File: src/design/tl_pkg.sv
`default_nettype none

package tl_pkg;

  // Bus geometry of the single-beat TileLink-UL link
  parameter int TL_DW  = 32;        // Data bus width in bits
  parameter int TL_AW  = 32;        // Byte address width
  parameter int TL_DBW = TL_DW / 8; // Bytes per bus word
  parameter int TL_SZW = 2;         // Width of the log2 size field
  parameter int TL_AIW = 8;         // Source identifier width

  typedef logic [TL_DW-1:0]  tl_data_t;
  typedef logic [TL_DBW-1:0] tl_mask_t;
  typedef logic [TL_AW-1:0]  tl_addr_t;
  typedef logic [TL_SZW-1:0] tl_size_t;
  typedef logic [TL_AIW-1:0] tl_source_t;
  typedef logic [2:0]        tl_opcode_t;

  // A channel opcodes handled by the adapter
  localparam tl_opcode_t PutFullData    = 3'h0;
  localparam tl_opcode_t PutPartialData = 3'h1;
  localparam tl_opcode_t Get            = 3'h4;

  // D channel opcodes
  localparam tl_opcode_t AccessAck     = 3'h0;
  localparam tl_opcode_t AccessAckData = 3'h1;

  // Host to device, A channel request plus D channel ready
  typedef struct packed {
    logic       a_valid;
    tl_opcode_t a_opcode;
    tl_size_t   a_size;
    tl_source_t a_source;
    tl_addr_t   a_address;
    tl_mask_t   a_mask;
    tl_data_t   a_data;
    logic       d_ready;
  } tl_h2d_t;

  // Device to host, D channel response plus A channel ready
  typedef struct packed {
    logic       d_valid;
    tl_opcode_t d_opcode;
    tl_size_t   d_size;
    tl_source_t d_source;
    tl_data_t   d_data;
    logic       d_error;
    logic       a_ready;
  } tl_d2h_t;

endpackage

`default_nettype wire

File: src/design/sram_adapter_pkg.sv
`default_nettype none

package sram_adapter_pkg;

  // One record per accepted A request, kept until its D response leaves
  typedef struct packed {
    logic              is_read; // Response carries data (Get)
    logic              error;   // Request was rejected and never reached the SRAM
    tl_pkg::tl_size_t   size;    // Echoed on d_size
    tl_pkg::tl_source_t source;  // Echoed on d_source
  } req_rec_t;

  // One word returned by the SRAM, already masked to the requested bytes
  typedef struct packed {
    tl_pkg::tl_data_t data;
    logic             error; // Uncorrectable error seen on the read
  } rsp_rec_t;

  // FIFO widths for the two record types
  localparam int ReqRecW = $bits(req_rec_t);
  localparam int RspRecW = $bits(rsp_rec_t);

endpackage

`default_nettype wire

File: src/design/sync_fifo.sv
`default_nettype none
`timescale 1ns/10ps

module sync_fifo #(
  parameter int Width = 8,
  parameter int Depth = 2,
  parameter bit Pass  = 1'b0 // Empty FIFO forwards write data in the same cycle
) (
  input  wire logic             clk_i,
  input  wire logic             rst_n_i,
  input  wire logic             wvalid_i,
  input  wire logic [Width-1:0] wdata_i,
  output logic                  wready_o,
  output logic                  rvalid_o,
  input  wire logic             rready_i,
  output logic      [Width-1:0] rdata_o
);

  localparam int PtrW = (Depth > 1) ? $clog2(Depth) : 1;
  localparam int CntW = $clog2(Depth + 1);

  typedef logic [PtrW-1:0] ptr_t;
  typedef logic [CntW-1:0] cnt_t;

  logic [Width-1:0] mem [Depth]; // Storage, no reset needed on payload
  ptr_t wptr, rptr;
  cnt_t count;
  logic empty, full;
  logic pass_thru; // Write goes straight to the read side
  logic wr_en, rd_en;

  assign empty = (count == '0);
  assign full  = (count == cnt_t'(Depth));

  assign pass_thru = Pass && empty && wvalid_i;
  assign wready_o  = ~full;
  assign rvalid_o  = ~empty | pass_thru;
  assign rdata_o   = (Pass && empty) ? wdata_i : mem[rptr];

  // A passed-through word that is consumed at once is never stored
  assign wr_en = wvalid_i & wready_o & ~(pass_thru & rready_i);
  assign rd_en = ~empty & rready_i;

  always_ff @(posedge clk_i) begin
    if (wr_en) mem[wptr] <= wdata_i;
  end

  always_ff @(posedge clk_i or negedge rst_n_i) begin
    if (!rst_n_i) begin
      wptr  <= '0;
      rptr  <= '0;
      count <= '0;
    end else begin
      if (wr_en) wptr <= (wptr == ptr_t'(Depth - 1)) ? '0 : wptr + 1'b1; // Wrap at Depth
      if (rd_en) rptr <= (rptr == ptr_t'(Depth - 1)) ? '0 : rptr + 1'b1;
      if (wr_en && !rd_en) count <= count + 1'b1;
      else if (!wr_en && rd_en) count <= count - 1'b1;
    end
  end

  // Producers only push when there is room, the adapter relies on this for in-order tracking
  a_no_overflow: assert property (@(posedge clk_i) disable iff (!rst_n_i)
    wvalid_i |-> wready_o)
    else $error("sync_fifo written while full");

endmodule

`default_nettype wire

File: src/design/tl_req_decoder.sv
`default_nettype none
`timescale 1ns/10ps

module tl_req_decoder #(
  parameter int SramAw     = 10,
  parameter bit ByteAccess = 1'b1, // Partial writes allowed
  parameter bit ErrOnWrite = 1'b0, // Every write is rejected
  parameter bit ErrOnRead  = 1'b0  // Every Get is rejected
) (
  input  wire logic                      clk_i,
  input  wire logic                      rst_n_i,
  input  wire tl_pkg::tl_h2d_t           tl_i,
  input  wire logic                      req_ready_i,  // Request FIFO has room
  input  wire logic                      mask_ready_i, // Read-mask FIFO has room
  input  wire logic                      gnt_i,
  output logic                           a_ready_o,
  output logic                           req_o,
  output logic                           we_o,
  output logic [SramAw-1:0]              addr_o,
  output tl_pkg::tl_data_t               wdata_o,
  output tl_pkg::tl_data_t               wmask_o,
  output logic                           req_push_o,
  output sram_adapter_pkg::req_rec_t     req_rec_o,
  output logic                           mask_push_o,
  output tl_pkg::tl_mask_t               mask_o
);

  logic is_get, is_put;
  logic op_err, size_err, align_err;
  logic wr_attr_err, wr_vld_err, rd_vld_err;
  logic error;
  logic room; // Both tracking FIFOs can take an entry

  assign is_get = (tl_i.a_opcode == tl_pkg::Get);
  assign is_put = (tl_i.a_opcode == tl_pkg::PutFullData) ||
                  (tl_i.a_opcode == tl_pkg::PutPartialData);

  // Local protocol checks on opcode, size and alignment
  assign op_err   = ~(is_get | is_put);
  assign size_err = (tl_i.a_size > 2'd2); // Nothing wider than one bus word

  always_comb begin
    unique case (tl_i.a_size)
      2'd1:    align_err = tl_i.a_address[0];
      2'd2:    align_err = |tl_i.a_address[1:0];
      default: align_err = 1'b0; // Byte access is always aligned
    endcase
  end

  // Without byte access only full-word writes are legal
  assign wr_attr_err = !ByteAccess && is_put && ((tl_i.a_mask != '1) || (tl_i.a_size != 2'd2));
  assign wr_vld_err  = ErrOnWrite && is_put;
  assign rd_vld_err  = ErrOnRead && is_get;

  assign error = op_err | size_err | align_err | wr_attr_err | wr_vld_err | rd_vld_err;
  assign room  = req_ready_i & mask_ready_i;

  // A rejected request needs no grant since it never goes to the SRAM
  assign a_ready_o = (gnt_i | error) & room;
  assign req_o     = tl_i.a_valid & ~error & room;
  assign we_o      = tl_i.a_valid & is_put;
  assign addr_o    = tl_i.a_address[2 +: SramAw]; // Word address with the byte offset dropped

  // Byte mask widened to a bit mask and data outside it forced to zero
  always_comb begin
    wmask_o = '0;
    for (int i = 0; i < tl_pkg::TL_DBW; i++) begin
      wmask_o[8*i +: 8] = {8{tl_i.a_mask[i] & we_o}};
    end
  end
  assign wdata_o = tl_i.a_data & wmask_o;

  // Every accepted request gets a record including rejected ones
  assign req_push_o       = tl_i.a_valid & a_ready_o;
  assign req_rec_o.is_read = is_get;
  assign req_rec_o.error   = error;
  assign req_rec_o.size    = tl_i.a_size;
  assign req_rec_o.source  = tl_i.a_source;

  // Granted reads leave their byte mask for the returning data
  assign mask_push_o = req_o & gnt_i & is_get;
  assign mask_o      = tl_i.a_mask;

  // A grant only ever answers a request that the decoder raised
  a_gnt_has_req: assert property (@(posedge clk_i) disable iff (!rst_n_i)
    gnt_i |-> req_o)
    else $error("SRAM grant without a pending request");

endmodule

`default_nettype wire

File: src/design/sram_read_return.sv
`default_nettype none
`timescale 1ns/10ps

module sram_read_return #(
  parameter int Outstanding = 2
) (
  input  wire logic                   clk_i,
  input  wire logic                   rst_n_i,
  input  wire logic                   mask_push_i, // Granted read
  input  wire tl_pkg::tl_mask_t       mask_i,
  input  wire tl_pkg::tl_data_t       rdata_i,
  input  wire logic                   rvalid_i,
  input  wire logic [1:0]             rerror_i,    // [1] uncorrectable, [0] correctable
  input  wire logic                   rsp_pop_i,
  output logic                        mask_ready_o,
  output logic                        rsp_valid_o,
  output sram_adapter_pkg::rsp_rec_t  rsp_o
);

  tl_pkg::tl_mask_t           mask_head; // Mask of the oldest read still in flight
  logic                       mask_valid;
  tl_pkg::tl_data_t           rmask;
  sram_adapter_pkg::rsp_rec_t rsp_in;

  // Masks wait here until the SRAM answers, one entry per read
  sync_fifo #(
    .Width (tl_pkg::TL_DBW),
    .Depth (Outstanding),
    .Pass  (1'b0)
  ) u_mask_fifo (
    .clk_i    (clk_i),
    .rst_n_i  (rst_n_i),
    .wvalid_i (mask_push_i),
    .wdata_i  (mask_i),
    .wready_o (mask_ready_o),
    .rvalid_o (mask_valid),
    .rready_i (rvalid_i),    // Read data retires the oldest mask
    .rdata_o  (mask_head)
  );

  always_comb begin
    rmask = '0;
    for (int i = 0; i < tl_pkg::TL_DBW; i++) begin
      rmask[8*i +: 8] = {8{mask_head[i]}};
    end
  end

  // Only the uncorrectable flag is reported back to the host
  assign rsp_in.data  = rdata_i & rmask;
  assign rsp_in.error = rerror_i[1];

  // Pass-through lets a read answer on the D channel in the rvalid_i cycle
  sync_fifo #(
    .Width (sram_adapter_pkg::RspRecW),
    .Depth (Outstanding),
    .Pass  (1'b1)
  ) u_rsp_fifo (
    .clk_i    (clk_i),
    .rst_n_i  (rst_n_i),
    .wvalid_i (rvalid_i),
    .wdata_i  (rsp_in),
    .wready_o (),            // The request FIFO depth bounds what can arrive here
    .rvalid_o (rsp_valid_o),
    .rready_i (rsp_pop_i),
    .rdata_o  (rsp_o)
  );

  // SRAM only returns data for reads that the decoder handed over
  a_rvalid_has_mask: assert property (@(posedge clk_i) disable iff (!rst_n_i)
    rvalid_i |-> mask_valid)
    else $error("Read data returned with no read in flight");

endmodule

`default_nettype wire

File: src/design/tl_rsp_builder.sv
`default_nettype none
`timescale 1ns/10ps

module tl_rsp_builder #(
  parameter int Outstanding = 2
) (
  input  wire logic                       clk_i,
  input  wire logic                       rst_n_i,
  input  wire logic                       req_push_i,
  input  wire sram_adapter_pkg::req_rec_t req_rec_i,
  input  wire logic                       rsp_valid_i, // Read word waiting
  input  wire sram_adapter_pkg::rsp_rec_t rsp_i,
  input  wire logic                       d_ready_i,
  output logic                            req_ready_o,
  output logic                            rsp_pop_o,
  output tl_pkg::tl_d2h_t                 d_o
);

  sram_adapter_pkg::req_rec_t head; // Oldest request not yet answered
  logic head_valid;
  logic needs_data;                 // Head waits on the response FIFO
  logic d_valid;
  logic head_pop;

  // Records keep the D channel in acceptance order
  sync_fifo #(
    .Width (sram_adapter_pkg::ReqRecW),
    .Depth (Outstanding),
    .Pass  (1'b0)
  ) u_req_fifo (
    .clk_i    (clk_i),
    .rst_n_i  (rst_n_i),
    .wvalid_i (req_push_i),
    .wdata_i  (req_rec_i),
    .wready_o (req_ready_o),
    .rvalid_o (head_valid),
    .rready_i (head_pop),
    .rdata_o  (head)
  );

  assign needs_data = head.is_read & ~head.error;

  // Writes and rejected requests answer at once, clean reads wait for data
  assign d_valid   = head_valid & (~needs_data | rsp_valid_i);
  assign head_pop  = d_valid & d_ready_i;
  assign rsp_pop_o = head_pop & needs_data;

  always_comb begin
    d_o          = '0;
    d_o.d_valid  = d_valid;
    d_o.d_opcode = head.is_read ? tl_pkg::AccessAckData : tl_pkg::AccessAck;
    d_o.d_size   = head.size;
    d_o.d_source = head.source;
    d_o.d_data   = (d_valid && needs_data) ? rsp_i.data : '0; // Zero for writes and errors
    d_o.d_error  = d_valid & (head.error | (needs_data & rsp_i.error));
    // a_ready stays zero here, the top level supplies it
  end

  // Read data only shows up while a clean read sits at the head
  a_rsp_matches_head: assert property (@(posedge clk_i) disable iff (!rst_n_i)
    rsp_valid_i |-> (head_valid && needs_data))
    else $error("Read data arrived while the head record is not a clean read");

endmodule

`default_nettype wire

File: src/design/tl_sram_adapter.sv
`default_nettype none
`timescale 1ns/10ps

module tl_sram_adapter #(
  parameter int SramAw      = 10,
  parameter int Outstanding = 2,
  parameter bit ByteAccess  = 1'b1,
  parameter bit ErrOnWrite  = 1'b0,
  parameter bit ErrOnRead   = 1'b0
) (
  input  wire logic              clk_i,
  input  wire logic              rst_n_i,
  input  wire tl_pkg::tl_h2d_t   tl_i,
  output tl_pkg::tl_d2h_t        tl_o,
  output logic                   req_o,
  input  wire logic              gnt_i,
  output logic                   we_o,
  output logic [SramAw-1:0]      addr_o,
  output tl_pkg::tl_data_t       wdata_o,
  output tl_pkg::tl_data_t       wmask_o,
  input  wire tl_pkg::tl_data_t  rdata_i,
  input  wire logic              rvalid_i,
  input  wire logic [1:0]        rerror_i
);

  logic                       a_ready;
  logic                       req_ready, mask_ready;
  logic                       req_push, mask_push;
  sram_adapter_pkg::req_rec_t req_rec;
  tl_pkg::tl_mask_t           mask;
  logic                       rsp_valid, rsp_pop;
  sram_adapter_pkg::rsp_rec_t rsp;
  tl_pkg::tl_d2h_t            d_rsp; // D channel from the builder, a_ready still zero

  tl_req_decoder #(
    .SramAw     (SramAw),
    .ByteAccess (ByteAccess),
    .ErrOnWrite (ErrOnWrite),
    .ErrOnRead  (ErrOnRead)
  ) u_decoder (
    .clk_i        (clk_i),
    .rst_n_i      (rst_n_i),
    .tl_i         (tl_i),
    .req_ready_i  (req_ready),
    .mask_ready_i (mask_ready),
    .gnt_i        (gnt_i),
    .a_ready_o    (a_ready),
    .req_o        (req_o),
    .we_o         (we_o),
    .addr_o       (addr_o),
    .wdata_o      (wdata_o),
    .wmask_o      (wmask_o),
    .req_push_o   (req_push),
    .req_rec_o    (req_rec),
    .mask_push_o  (mask_push),
    .mask_o       (mask)
  );

  sram_read_return #(
    .Outstanding (Outstanding)
  ) u_read_return (
    .clk_i        (clk_i),
    .rst_n_i      (rst_n_i),
    .mask_push_i  (mask_push),
    .mask_i       (mask),
    .rdata_i      (rdata_i),
    .rvalid_i     (rvalid_i),
    .rerror_i     (rerror_i),
    .rsp_pop_i    (rsp_pop),
    .mask_ready_o (mask_ready),
    .rsp_valid_o  (rsp_valid),
    .rsp_o        (rsp)
  );

  tl_rsp_builder #(
    .Outstanding (Outstanding)
  ) u_builder (
    .clk_i       (clk_i),
    .rst_n_i     (rst_n_i),
    .req_push_i  (req_push),
    .req_rec_i   (req_rec),
    .rsp_valid_i (rsp_valid),
    .rsp_i       (rsp),
    .d_ready_i   (tl_i.d_ready),
    .req_ready_o (req_ready),
    .rsp_pop_o   (rsp_pop),
    .d_o         (d_rsp)
  );

  // Merge the A channel ready into the builder's response
  always_comb begin
    tl_o         = d_rsp;
    tl_o.a_ready = a_ready;
  end

endmodule

`default_nettype wire

File: config.mk
export PLATFORM = sky130hd
export DESIGN_NAME = tl_sram_adapter
export DESIGN_NICKNAME = d
export VERILOG_FILES = /design/src/design/tl_pkg.sv /design/src/design/sram_adapter_pkg.sv /design/src/design/sync_fifo.sv /design/src/design/tl_req_decoder.sv /design/src/design/sram_read_return.sv /design/src/design/tl_rsp_builder.sv /design/src/design/tl_sram_adapter.sv
export SDC_FILE = /design/constraint.sdc
export NUM_CORES = 1
export LEC_CHECK = 0
export ABC_AREA = 1
export BUFFER_PORTS_ARGS = -buffer_cell sky130_fd_sc_hd__buf_4
export CAP_MARGIN = 20
export CORE_UTILIZATION = 48
export CTS_CLUSTER_DIAMETER = 100
export CTS_CLUSTER_SIZE = 12
export DETAILED_ROUTE_END_ITERATION = 8
export GPL_TIMING_DRIVEN = 0
export PLACE_DENSITY_LB_ADDON = 0.1
export SLEW_MARGIN = 30
export SYNTH_ARGS = -nofsm -noshare
export SYNTH_HDL_FRONTEND = slang
export SYNTH_SLANG_ARGS = --single-unit
File: constraint.sdc
create_clock -name clk_i -period 3.8 [get_ports clk_i]
set_input_delay 0.19 -clock clk_i [delete_from_list [all_inputs] [get_ports clk_i]]
set_output_delay 0.19 -clock clk_i [all_outputs]
set_load 0.05 [all_outputs]
==> flow_summary.yaml, run 1 <==
synthesis:
  synthFlopType: "edfxtp_1"
  ys_warn_count: 0
  synthArstFlopShare_pct: 10.9
  synth_top_area_share_pct: 52.3
  syn-cell-area_um2: 5620
  ys_ff_latch: 110
  synthTopCellsByArea: "edfxtp_1 52%, nor2_1 8.1%, nand2_1 6.5%, inv_1 6.4%, buf_4 5.6%"
  seq_area_frac_synth_pct: 57.7
  synth_edf_count: 98
  syn_area_per_cell_um2: 9.22
  synth_cell_type_count: 33
  synth_largest_area_cell: "edfxtp_1"
  synth_cells: 610
layout:
  diodes: 0
  multi_input_area_um2: 1620
  layout.cells.non_filler: 984
  area_delta_synth_final_pct: 37.5
  n_fill_cell: 897
  drive_gt1_share_pct: 36.7
  utilization_pct: 67.7
  seqCellArea_um2: 3240
  nNetsFinal: 963
  final_cell_area_um2: 7730
clocking:
  path_clk_slew_ns: 0.07
  cts-htree-levels: 3
  cts_buffer_depth: 2
  cts_buffers: 9
  clk_root_buffer_cell: "clkbuf_16"
  cts_resized: 0
  holdBufCountCts: 1
  clock-sinks: 110
  cts_setup_buffers: 0
  worstSkewPairLatency_ns: 0.34
  cts_tree: "done"
sta:
  hold_violations: 0
  rsz0062_at_grt: "no"
  setup_tns_ns: 0
  fin_crit_ns: 2.27
  clock.fmax_ghz: 0.440
  slew_viol_final: 0
  skew_ns: 0.00814
  setup-violations-final: 0
  worst_pin_slew_ns: 0.793
  period_share_pct: 59.7
  slew_headroom_pct: 47.1
worst_setup_path:
  crit_chain: "buf_2 -> inv_1 -> clkbuf_1 -> o21ai_0 -> a21oi_1 -> buf_4"
  cp-end-kind: "output pin"
  cp_num_buf_inv: 4
  crit_path_max_incr_delay_ns: 0.37
  cp_data_required_time_ns: 3.61
  cp_top_family: "buffers and inverters"
  crit_type: "register to output pin"
  start_kind: "register"
  cpMaxStageDelayCell: "clkbuf_1"
  crit_cells: 6
  critPathArrivalTime_ns: 2.08
  crit_fanout: 10
  r2r_cells: 12
grt:
  grt.overflow.total: 0
  grt_max_degree: 34
  antenna_found_initial: 0
  track_usage_pct: 23.0
  grt_pass1_wl_mm: 21.2
  grt_pass1_vias: 4526
routing:
  drt_iter0_drc: 292
  vias: 4737
  routedWlPerCell_um: 14.1
  first_pass_iters: 4
  avgViaCountPerCell: 4.81
  drt_wl_total_mm: 13.9
  post-route-drc-count: 0
  ant_nets: 0
place:
  dp.cells: 967
  io_buffers: 211
  placed_cell_area_um2: 7440
  hpwlAfterDp_mm: 10.3
  place_congestion: 0.796
run_status:
  outcome: "completed"
die:
  core_um2: 11400
  initial_core_util_pct: 49.2
  die_area_um2: 12200
  die_w_um: 110
  row_count: 39
  io_pins: 245
  die_h_um: 110
min_path:
  whs_path_depth: 1
  hold_path_class: "input pin to register"
power:
  vdd_drop_max_mv: 0.458
  p_per_area_nw_per_um2: 682
  power_leakage_nw: 3.85
flow_run:
  max_cap_viol_count: 0
cells in the final DEF (no fill, tap or decap), types with 2 or more instances in the layout:
cell	instances
a21oi_1	27
inv_2	5
buf_4	253
buf_1	2
inv_6	2
xnor2_1	3
o21ai_1	3
a211oi_1	2
nor2_1	118
clkinv_2	2
xor2_1	6
nand2_2	6
conb_1	2
a211oi_2	3
nor2_2	3
nand2_1	98
nand3_1	18
o21ai_2	3
buf_2	9
or2_2	3
o21ai_0	28
dfrtp_1	12
ha_1	6
nor3_2	2
clkbuf_16	9
inv_1	95
edfxtp_1	98
nand4_1	3
clkbuf_1	6
cell families (layout without fill, tap and decap cells):
family | count (synthesis) | count (layout) | share of synthesized area (%)
buffers and inverters | 160 | 390 | 13.8
AO/OA/AOI/OAI | 68 | 68 | 6.81
multiplexers | 1 | 1 | 0.178
AND/OR/NAND/NOR | 255 | 255 | 18.7
adder cells (fa/ha/maj) | 6 | 6 | 1.34
flip-flops | 110 | 110 | 57.7
XOR/XNOR | 9 | 9 | 1.40
other | 1 | 2 | 0.0667
synth_stat cells (2+ instances only):
master	n
nand4_1	3
a211oi_1	2
nor3_2	2
ha_1	6
a211oi_2	3
edfxtp_1	98
buf_2	9
o21ai_1	3
or2_2	3
xor2_1	6
inv_1	96
nand3_1	18
nand2_1	98
nand2_2	6
nor2_1	121
dfrtp_1	12
buf_4	42
inv_2	4
buf_1	2
o21ai_2	3
xnor2_1	3
a21oi_1	27
o21ai_0	28
clkbuf_1	6
layout make-up:
cell class	instances	area share (%)
Buffer	60	5.20
Multi-Input combinational cell	341	21.0
Tap cell	143	2.31
Sequential cell	110	41.9
Clock inverter	7	0.615
Timing Repair Buffer	214	21.2
Inverter	100	4.86
Clock buffer	9	2.91
registers in the layout (all words and copies together) (netlist names):
signal	cells
u_read_return.u_rsp_fifo.count	2
u_read_return.u_rsp_fifo.wptr	1
u_read_return.u_rsp_fifo.mem	66
u_read_return.u_rsp_fifo.rptr	1
u_builder.u_req_fifo.count	2
u_read_return.u_mask_fifo.mem	8
u_builder.u_req_fifo.mem	24
u_read_return.u_mask_fifo.wptr	1
u_builder.u_req_fifo.rptr	1
u_builder.u_req_fifo.wptr	1
u_read_return.u_mask_fifo.rptr	1
u_read_return.u_mask_fifo.count	2
final timing paths:
path | startpoint | endpoint | slack, ns
max reg2reg | u_builder.u_req_fifo.rptr$_DFFE_PN0P_ | u_read_return.u_rsp_fifo.count[1]$_DFFE_PN0P_ | 1.62
max in group asynchronous | rst_n_i | u_builder.u_req_fifo.count[1]$_DFFE_PN0P_ | 3.39
max | u_read_return.u_rsp_fifo.rptr$_DFFE_PN0P_ | tl_o[30] | 1.53
min | tl_i[75] | u_builder.u_req_fifo.mem[0][6]$_DFFE_PP_ | 0.04
min in group asynchronous | rst_n_i | u_read_return.u_mask_fifo.count[0]$_DFFE_PN0P_ | 0.25
min reg2reg | u_read_return.u_rsp_fifo.wptr$_DFFE_PN0P_ | u_read_return.u_rsp_fifo.wptr$_DFFE_PN0P_ | 0.48
report_power, final:
part / total, W / switching, W / internal (W)
clock network: 0.000867 / 0.000420 / 0.000446
logic: 0.00260 / 0.00183 / 0.000776
registers: 0.00180 / 0.000103 / 0.00170
metrics by stage:
stage | total power (W) | hold WS (ns) | setup slack [ns]
2_1_floorplan | 0.00362 | -0.106 | 0.920
3_3_place_gp | 0.00435 | 0.0427 | 0.0959
3_5_place_dp | 0.00443 | 0.0405 | 1.57
4_1_cts | 0.00530 | 0.0276 | 1.34
5_1_grt | 0.00558 | 0.0269 | 1.39
6_report | 0.00527 | 0.0378 | 1.53
metal layers:
layer	GRT usage, %	wire [um]	part of all wire, %	up-vias
li1	-	-	-	2347
met1	27.5	5440	39	2217
met2	42.1	7480	54	161
met3	4.12	838	6.0	12
met4	6.77	154	1.1	0
met5	0	0	0	-
worst register-to-register path, stage by stage, from the launching register on:
cell and delay (ns):
dfrtp_1 0.42, inv_2 0.10, nand2_1 0.06, nand2_2 0.10, nand2_2 0.09, nor3_2 0.23, nand3_1 0.14, nand2_1 0.17
inv_1 0.06, ha_1 0.32, a21oi_1 0.11, o21ai_0 0.10, xor2_1 0.15
Power figures use the tool's default switching activity.
==> run 2, diff against run 1 <==
--- a/config.mk
+++ b/config.mk
@@ -8,7 +8,7 @@
 export ABC_AREA = 1
 export BUFFER_PORTS_ARGS = -buffer_cell sky130_fd_sc_hd__buf_4
 export CAP_MARGIN = 20
-export CORE_UTILIZATION = 48
+export CORE_UTILIZATION = 43
 export CTS_CLUSTER_DIAMETER = 100
 export CTS_CLUSTER_SIZE = 12
 export DETAILED_ROUTE_END_ITERATION = 8
==> constraint.sdc (replaced) <==
create_clock -name clk_i -period 2 [get_ports clk_i]
set_input_delay 0.1 -clock clk_i [delete_from_list [all_inputs] [get_ports clk_i]]
set_output_delay 0.1 -clock clk_i [all_outputs]
set_load 0.05 [all_outputs]
==> run 2 against run 1 <==
Effect of this change:
- global-route usage shrank 1.4 points
- design area grew 8.8%
- combinational power grew 120%
- sequential power grew 91%
- worst hold slack gained 0.025 ns
- via count grew 2.2%
- sequential cell count is the same
- cell count grew 6.1%
==> flow_summary.yaml, run 2 (synthesis gave the netlist of run 1 again) <==
place:
  placed_cell_area_um2: 7500
  place_congestion: 0.808
  io_buffers: 211
  hpwlAfterDp_mm: 10.4
clocking:
  cts_buffer_depth: 2
  worstSkewPairLatency_ns: 0.34
  clk_root_buffer_cell: "clkbuf_16"
  clock-sinks: 110
  cts_buffers: 9
  cts-htree-levels: 3
  cts_tree: "done"
  path_clk_slew_ns: 0.07
grt:
  track_usage_pct: 21.6
  grt.overflow.total: 0
  grt_max_degree: 19
  grt_pass1_wl_mm: 21.9
  antenna_found_initial: 0
  grt_pass1_vias: 4570
layout:
  drive_gt1_share_pct: 41.2
  largest-register: "u_read_return.u_rsp_fifo.mem"
  area_delta_synth_final_pct: 49.6
  top_regs: "u_read_return.u_rsp_fifo.mem x66, u_builder.u_req_fifo.mem x24, u_read_return.u_mask_fifo.mem x8"
  largest_reg_flops: 66
  diodes: 0
  mostFrequentLayoutCells: "251 x buf_4, 108 x nor2_1, 98 x edfxtp_1, 93 x inv_1, 93 x nand2_1"
  nNetsFinal: 994
  layout_commonest_cell: "buf_4"
  final_cell_area_um2: 8410
power:
  vdd_drop_max_mv: 0.808
  p_per_area_nw_per_um2: 1310
  power_leakage_nw: 4.07
routing:
  first_pass_iters: 4
  post-route-drc-count: 0
  vias: 4841
  avgViaCountPerCell: 4.64
  routedWlPerCell_um: 14.2
  drt_iter0_drc: 256
  ant_nets: 0
  drt_wl_total_mm: 14.8
min_path:
  hold_path_class: "input pin to register"
sta:
  clock.fmax_ghz: 0.504
  period_share_pct: 99.2
  rsz0062_at_grt: "yes"
  holdWs_ns: 0.0630
  hold_violations: 0
  slew_headroom_pct: 57.1
  fin_crit_ns: 1.98
  worst_pin_slew_ns: 0.643
  setup-violations-final: 0
  skew_ns: 0.00553
  slew_viol_final: 0
worst_setup_path:
  cp_top_family: "buffers and inverters"
  cp-end-kind: "output pin"
  crit_chain: "inv_2 -> nand2_2 -> nand2_2 -> nand2_4 -> inv_4 -> nand3b_4 -> buf_4 -> nor2_1 -> buf_6"
  critPathArrivalTime_ns: 1.88
  cp_num_buf_inv: 4
  cpMaxStageDelayCell: "dfrtp_1"
  crit_type: "register to output pin"
  crit_fanout: 10
  cp_data_required_time_ns: 1.90
  crit_path_max_incr_delay_ns: 0.42
  crit_top_cell: "nand2_2"
  start_kind: "register"
die:
  core_um2: 12700
  die_w_um: 116
  die_area_um2: 13500
  io_pins: 245
  initial_core_util_pct: 44.4
  die_h_um: 116
  row_count: 41
run_status:
  outcome: "completed"
flow_run:
  max_cap_viol_count: 0
[run 2: changes by cell type in the layout (fill, tap and decap cells not counted), moves of 7 or more]
cell / delta
nor2_2: +7
nor2_1: -10
o21ai_0: -7
buf_6: +17
dlygate4sd3_1: +15
o21ai_1: +7
[run 2: area by class of cell]
type | count | area, um2
Multi-Input combinational cell | 341 | 1800
Sequential cell | 110 | 3240
Fill cell | 1040 | 4260
Clock buffer | 10 | 229
Tap cell | 172 | 215
Timing Repair inverter | 1 | 7.51
Timing Repair Buffer | 244 | 2010
Buffer | 60 | 442
Clock inverter | 6 | 85.1
Inverter | 100 | 384
[run 2: path summary, 6_finish.rpt]
check	from	end	slack [ns]	cells past startpoint
hold / removal	tl_i[0]	u_read_return.u_rsp_fifo.rptr$_DFFE_PN0P_	0.06	3
setup / recovery	u_builder.u_req_fifo.rptr$_DFFE_PN0P_	tl_o[15]	0.02	9
max in group asynchronous	rst_n_i	u_read_return.u_mask_fifo.rptr$_DFFE_PN0P_	1.67	2
hold reg to reg	u_read_return.u_rsp_fifo.wptr$_DFFE_PN0P_	u_read_return.u_rsp_fifo.wptr$_DFFE_PN0P_	0.47	2
min in group asynchronous	rst_n_i	u_read_return.u_mask_fifo.wptr$_DFFE_PN0P_	0.14	2
setup reg to reg	u_builder.u_req_fifo.rptr$_DFFE_PN0P_	u_read_return.u_rsp_fifo.count[1]$_DFFE_PN0P_	0.08	12
[run 2: through the flow]
| stage | utilization (%) | power, W | setup TNS (ns) | std cells | worst slack, ns |
|---|---|---|---|---|---|
| 4_1_cts | 64.3 | 0.0106 | 0 | 1035 | 0.000830 |
| 3_5_place_dp | 59.2 | 0.00848 | -18.28 | 995 | -0.410 |
| 6_report | 66.4 | 0.0110 | 0 | 1044 | 0.0162 |
| 2_1_floorplan | - | 0.00692 | -3.67 | 611 | -0.256 |
| 3_3_place_gp | 59.0 | 0.00831 | -25.52 | 994 | -0.397 |
| 5_1_grt | 66.4 | 0.0116 | -0.646 | 1044 | -0.0640 |
[run 2: tightest hold or removal path, stage by stage]
cell and delay [ns]:
buf_4 0.11, nand4_1 0.09, nand2_1 0.07
[run 2: timing repair]
action                                  in CTS  in global routing
gates resized for setup                     24                 62
hold endpoints to repair                    42                  0
hold buffers                                16                  0
cloned                                       1                  1
endpoints found under the setup margin      96                 67
setup buffers                                7                  8
pin swaps                                    3                 11
[run 2: where the power goes]
part | switching (W) | total [W] | internal, W
combinational | 0.00379 | 0.00571 | 0.00193
sequential | 0.000201 | 0.00343 | 0.00323
clock | 0.000778 | 0.00187 | 0.00110
[run 2: layer usage]
layer  track usage, %  vias to the layer above  share of wire (%)
met2             39.2                      163                 54
met3             4.57                        6                6.2
met1             25.9                     2264                 40
met4             5.47                        0               0.54
met5                0                        -                  0
li1                 -                     2408                  -
==> run 3, diff against run 2 <==
--- a/config.mk
+++ b/config.mk
@@ -8,7 +8,7 @@
 export ABC_AREA = 1
 export BUFFER_PORTS_ARGS = -buffer_cell sky130_fd_sc_hd__buf_4
 export CAP_MARGIN = 20
-export CORE_UTILIZATION = 43
+export CORE_UTILIZATION = 45
 export CTS_CLUSTER_DIAMETER = 100
 export CTS_CLUSTER_SIZE = 12
 export DETAILED_ROUTE_END_ITERATION = 8
@@ -17,4 +17,5 @@
 export SLEW_MARGIN = 30
 export SYNTH_ARGS = -nofsm -noshare
 export SYNTH_HDL_FRONTEND = slang
+export SYNTH_HIERARCHICAL = 1
 export SYNTH_SLANG_ARGS = --single-unit
==> run 3 against run 2 <==
Effect of this change:
- power rose by 13%
- clock skew is 0.0031 ns higher
- area after synthesis grew 13%
- highest routed layer unchanged
==> flow_summary.yaml, run 3 <==
synthesis:
  syn_area_per_cell_um2: 8.70
  syn-cell-area_um2: 6340
  ys_warn_count: 6
  synth_cells: 729
worst_setup_path:
  cp_top_family: "buffers and inverters"
  critPathArrivalTime_ns: 1.84
  crit_fanout: 5
  crit_chain: "inv_2 -> buf_8 -> nand2_4 -> nand2_8 -> nand4_4 -> buf_12 -> clkbuf_16 -> nor2_4 -> buf_6"
  cp_num_buf_inv: 5
  crit_path_max_incr_delay_ns: 0.44
  crit_type: "register to output pin"
  start_kind: "register"
  cp-end-kind: "output pin"
  cpMaxStageDelayCell: "dfrtp_2"
  cp_data_required_time_ns: 1.90
layout:
  utilization_pct: 67.2
  layout.cells.non_filler: 1173
  largest-register: "u_read_return/u_rsp_fifo/mem"
  diodes: 0
  top_regs: "u_read_return/u_rsp_fifo/mem x66, u_builder/u_req_fifo/mem x24, u_read_return/u_mask_fifo/mem x8"
  area_delta_synth_final_pct: 46.6
  n_fill_cell: 1131
  drive_gt1_share_pct: 41.6
  final_cell_area_um2: 9290
  mostFrequentLayoutCells: "252 x buf_4, 204 x nand2_1, 161 x inv_1, 98 x edfxtp_1, 44 x buf_6"
  largest_reg_flops: 66
  layout_commonest_cell: "buf_4"
  nNetsFinal: 1116
grt:
  grt_pass1_vias: 4636
  antenna_found_initial: 0
  grt_max_degree: 19
  grt_pass1_wl_mm: 21.3
  track_usage_pct: 18.9
  grt.overflow.total: 0
min_path:
  hold_path_class: "input pin to register"
routing:
  avgViaCountPerCell: 4.35
  first_pass_iters: 4
  post-route-drc-count: 0
  ant_nets: 0
  drt_iter0_drc: 173
  drt_wl_total_mm: 13.9
  vias: 5102
  routedWlPerCell_um: 11.9
clocking:
  worstSkewPairLatency_ns: 0.34
  path_clk_slew_ns: 0.07
  cts_buffer_depth: 2
  cts_tree: "done"
  clock-sinks: 110
  clk_root_buffer_cell: "clkbuf_16"
  cts-htree-levels: 3
  cts_buffers: 9
sta:
  slew_viol_final: 0
  skew_ns: 0.00860
  holdWs_ns: 0.0418
  clock.fmax_ghz: 0.514
  hold_violations: 0
  rsz0062_at_grt: "yes"
  fin_ws_ns: 0.0555
  period_share_pct: 97.2
  fin_crit_ns: 1.94
  setup-violations-final: 0
die:
  io_pins: 245
  die_w_um: 121
  initial_core_util_pct: 45.9
  die_h_um: 121
  die_area_um2: 14600
  core_um2: 13800
  row_count: 43
power:
  vdd_drop_max_mv: 0.616
  p_per_area_nw_per_um2: 1340
  power_leakage_nw: 4.88
place:
  place_congestion: 0.769
  dp.cells: 1114
  hpwlAfterDp_mm: 9.77
  dpl_worst_slack_ns: -0.747
  placed_cell_area_um2: 8170
  io_buffers: 203
flow_run:
  max_cap_viol_count: 0
run_status:
  outcome: "completed"
==> run 3: metrics by stage <==
step	total power [W]	TNS [ns]
2_1_floorplan	0.00795	-11.84
3_3_place_gp	0.00939	-52.40
3_5_place_dp	0.00949	-37.83
4_1_cts	0.0117	0
5_1_grt	0.0132	-0.607
6_report	0.0124	0
==> run 3: where the power goes <==
| group | internal, W | leakage, nW | switching (W) |
|---|---|---|---|
| registers | 0.00326 | 1.06 | 0.000227 |
| logic | 0.00276 | 3.67 | 0.00440 |
| clock network | 0.000975 | 0.142 | 0.000786 |
| total | 0.00699 | 4.88 | 0.00542 |
==> run 3: final timing paths <==
kind	start	to	slack, ns	cells after the start
max reg2reg	u_read_return/u_rsp_fifo/count[1]$_DFFE_PN0P_	u_read_return/u_rsp_fifo/mem[0][19]$_DFFE_PP_	0.06	10
min	tl_i[35]	u_read_return/u_mask_fifo/mem[1][2]$_DFFE_PP_	0.04	2
min reg2reg	u_read_return/u_rsp_fifo/wptr$_DFFE_PN0P_	u_read_return/u_rsp_fifo/wptr$_DFFE_PN0P_	0.49	2
max	u_builder/u_req_fifo/rptr$_DFFE_PN0P_	tl_o[23]	0.06	9
min in group asynchronous	rst_n_i	u_read_return/u_mask_fifo/wptr$_DFFE_PN0N_	0.14	2
max in group asynchronous	rst_n_i	u_builder/u_req_fifo/rptr$_DFFE_PN0P_	1.68	2
==> run 3: per-layer routing <==
metal / up-vias / part of all wire [%] / global-route usage (%) / routed length [um]
li1: 2678 / - / - / -
met1: 2245 / 41 / 23.3 / 5720
met2: 165 / 52 / 33.3 / 7250
met3: 14 / 5.4 / 3.16 / 755
met4: 0 / 1.4 / 6.71 / 201
met5: - / 0 / 0 / 0
==> run 3: cell type report <==
class                      count  area [um2]  share of cell area [%]
inverter                     174         664                    7.15
sequential                   110        3250                    34.9
timing repair buffer         247        2150                    23.1
clock inverter                 6        72.6                   0.781
tap                          180         225                    2.42
multi-input combinational    366        2010                    21.6
clock buffer                   9         225                    2.42
buffer                        80         694                    7.47
timing repair inverter         1        7.51                  0.0808
==> run 3: worst reg2reg max path, stage by stage, from the launching register on <==
cell        delay, ns
dfrtp_1          0.40
inv_2            0.11
nand2_8          0.07
or2_4            0.24
nand4_4          0.14
nor2_4           0.05
nand2_2          0.09
nand4_1          0.11
buf_4            0.17
clkinvlp_4       0.13
clkbuf_16        0.16
==> run 3: repair_timing <==
action,CTS,global route
endpoints found under the setup margin,101,121
endpoints found under the hold margin,30,0
gates cloned,1,4
buffers inserted,17,12
hold buffers,10,0
pin swaps,4,5
gates resized for setup,35,61
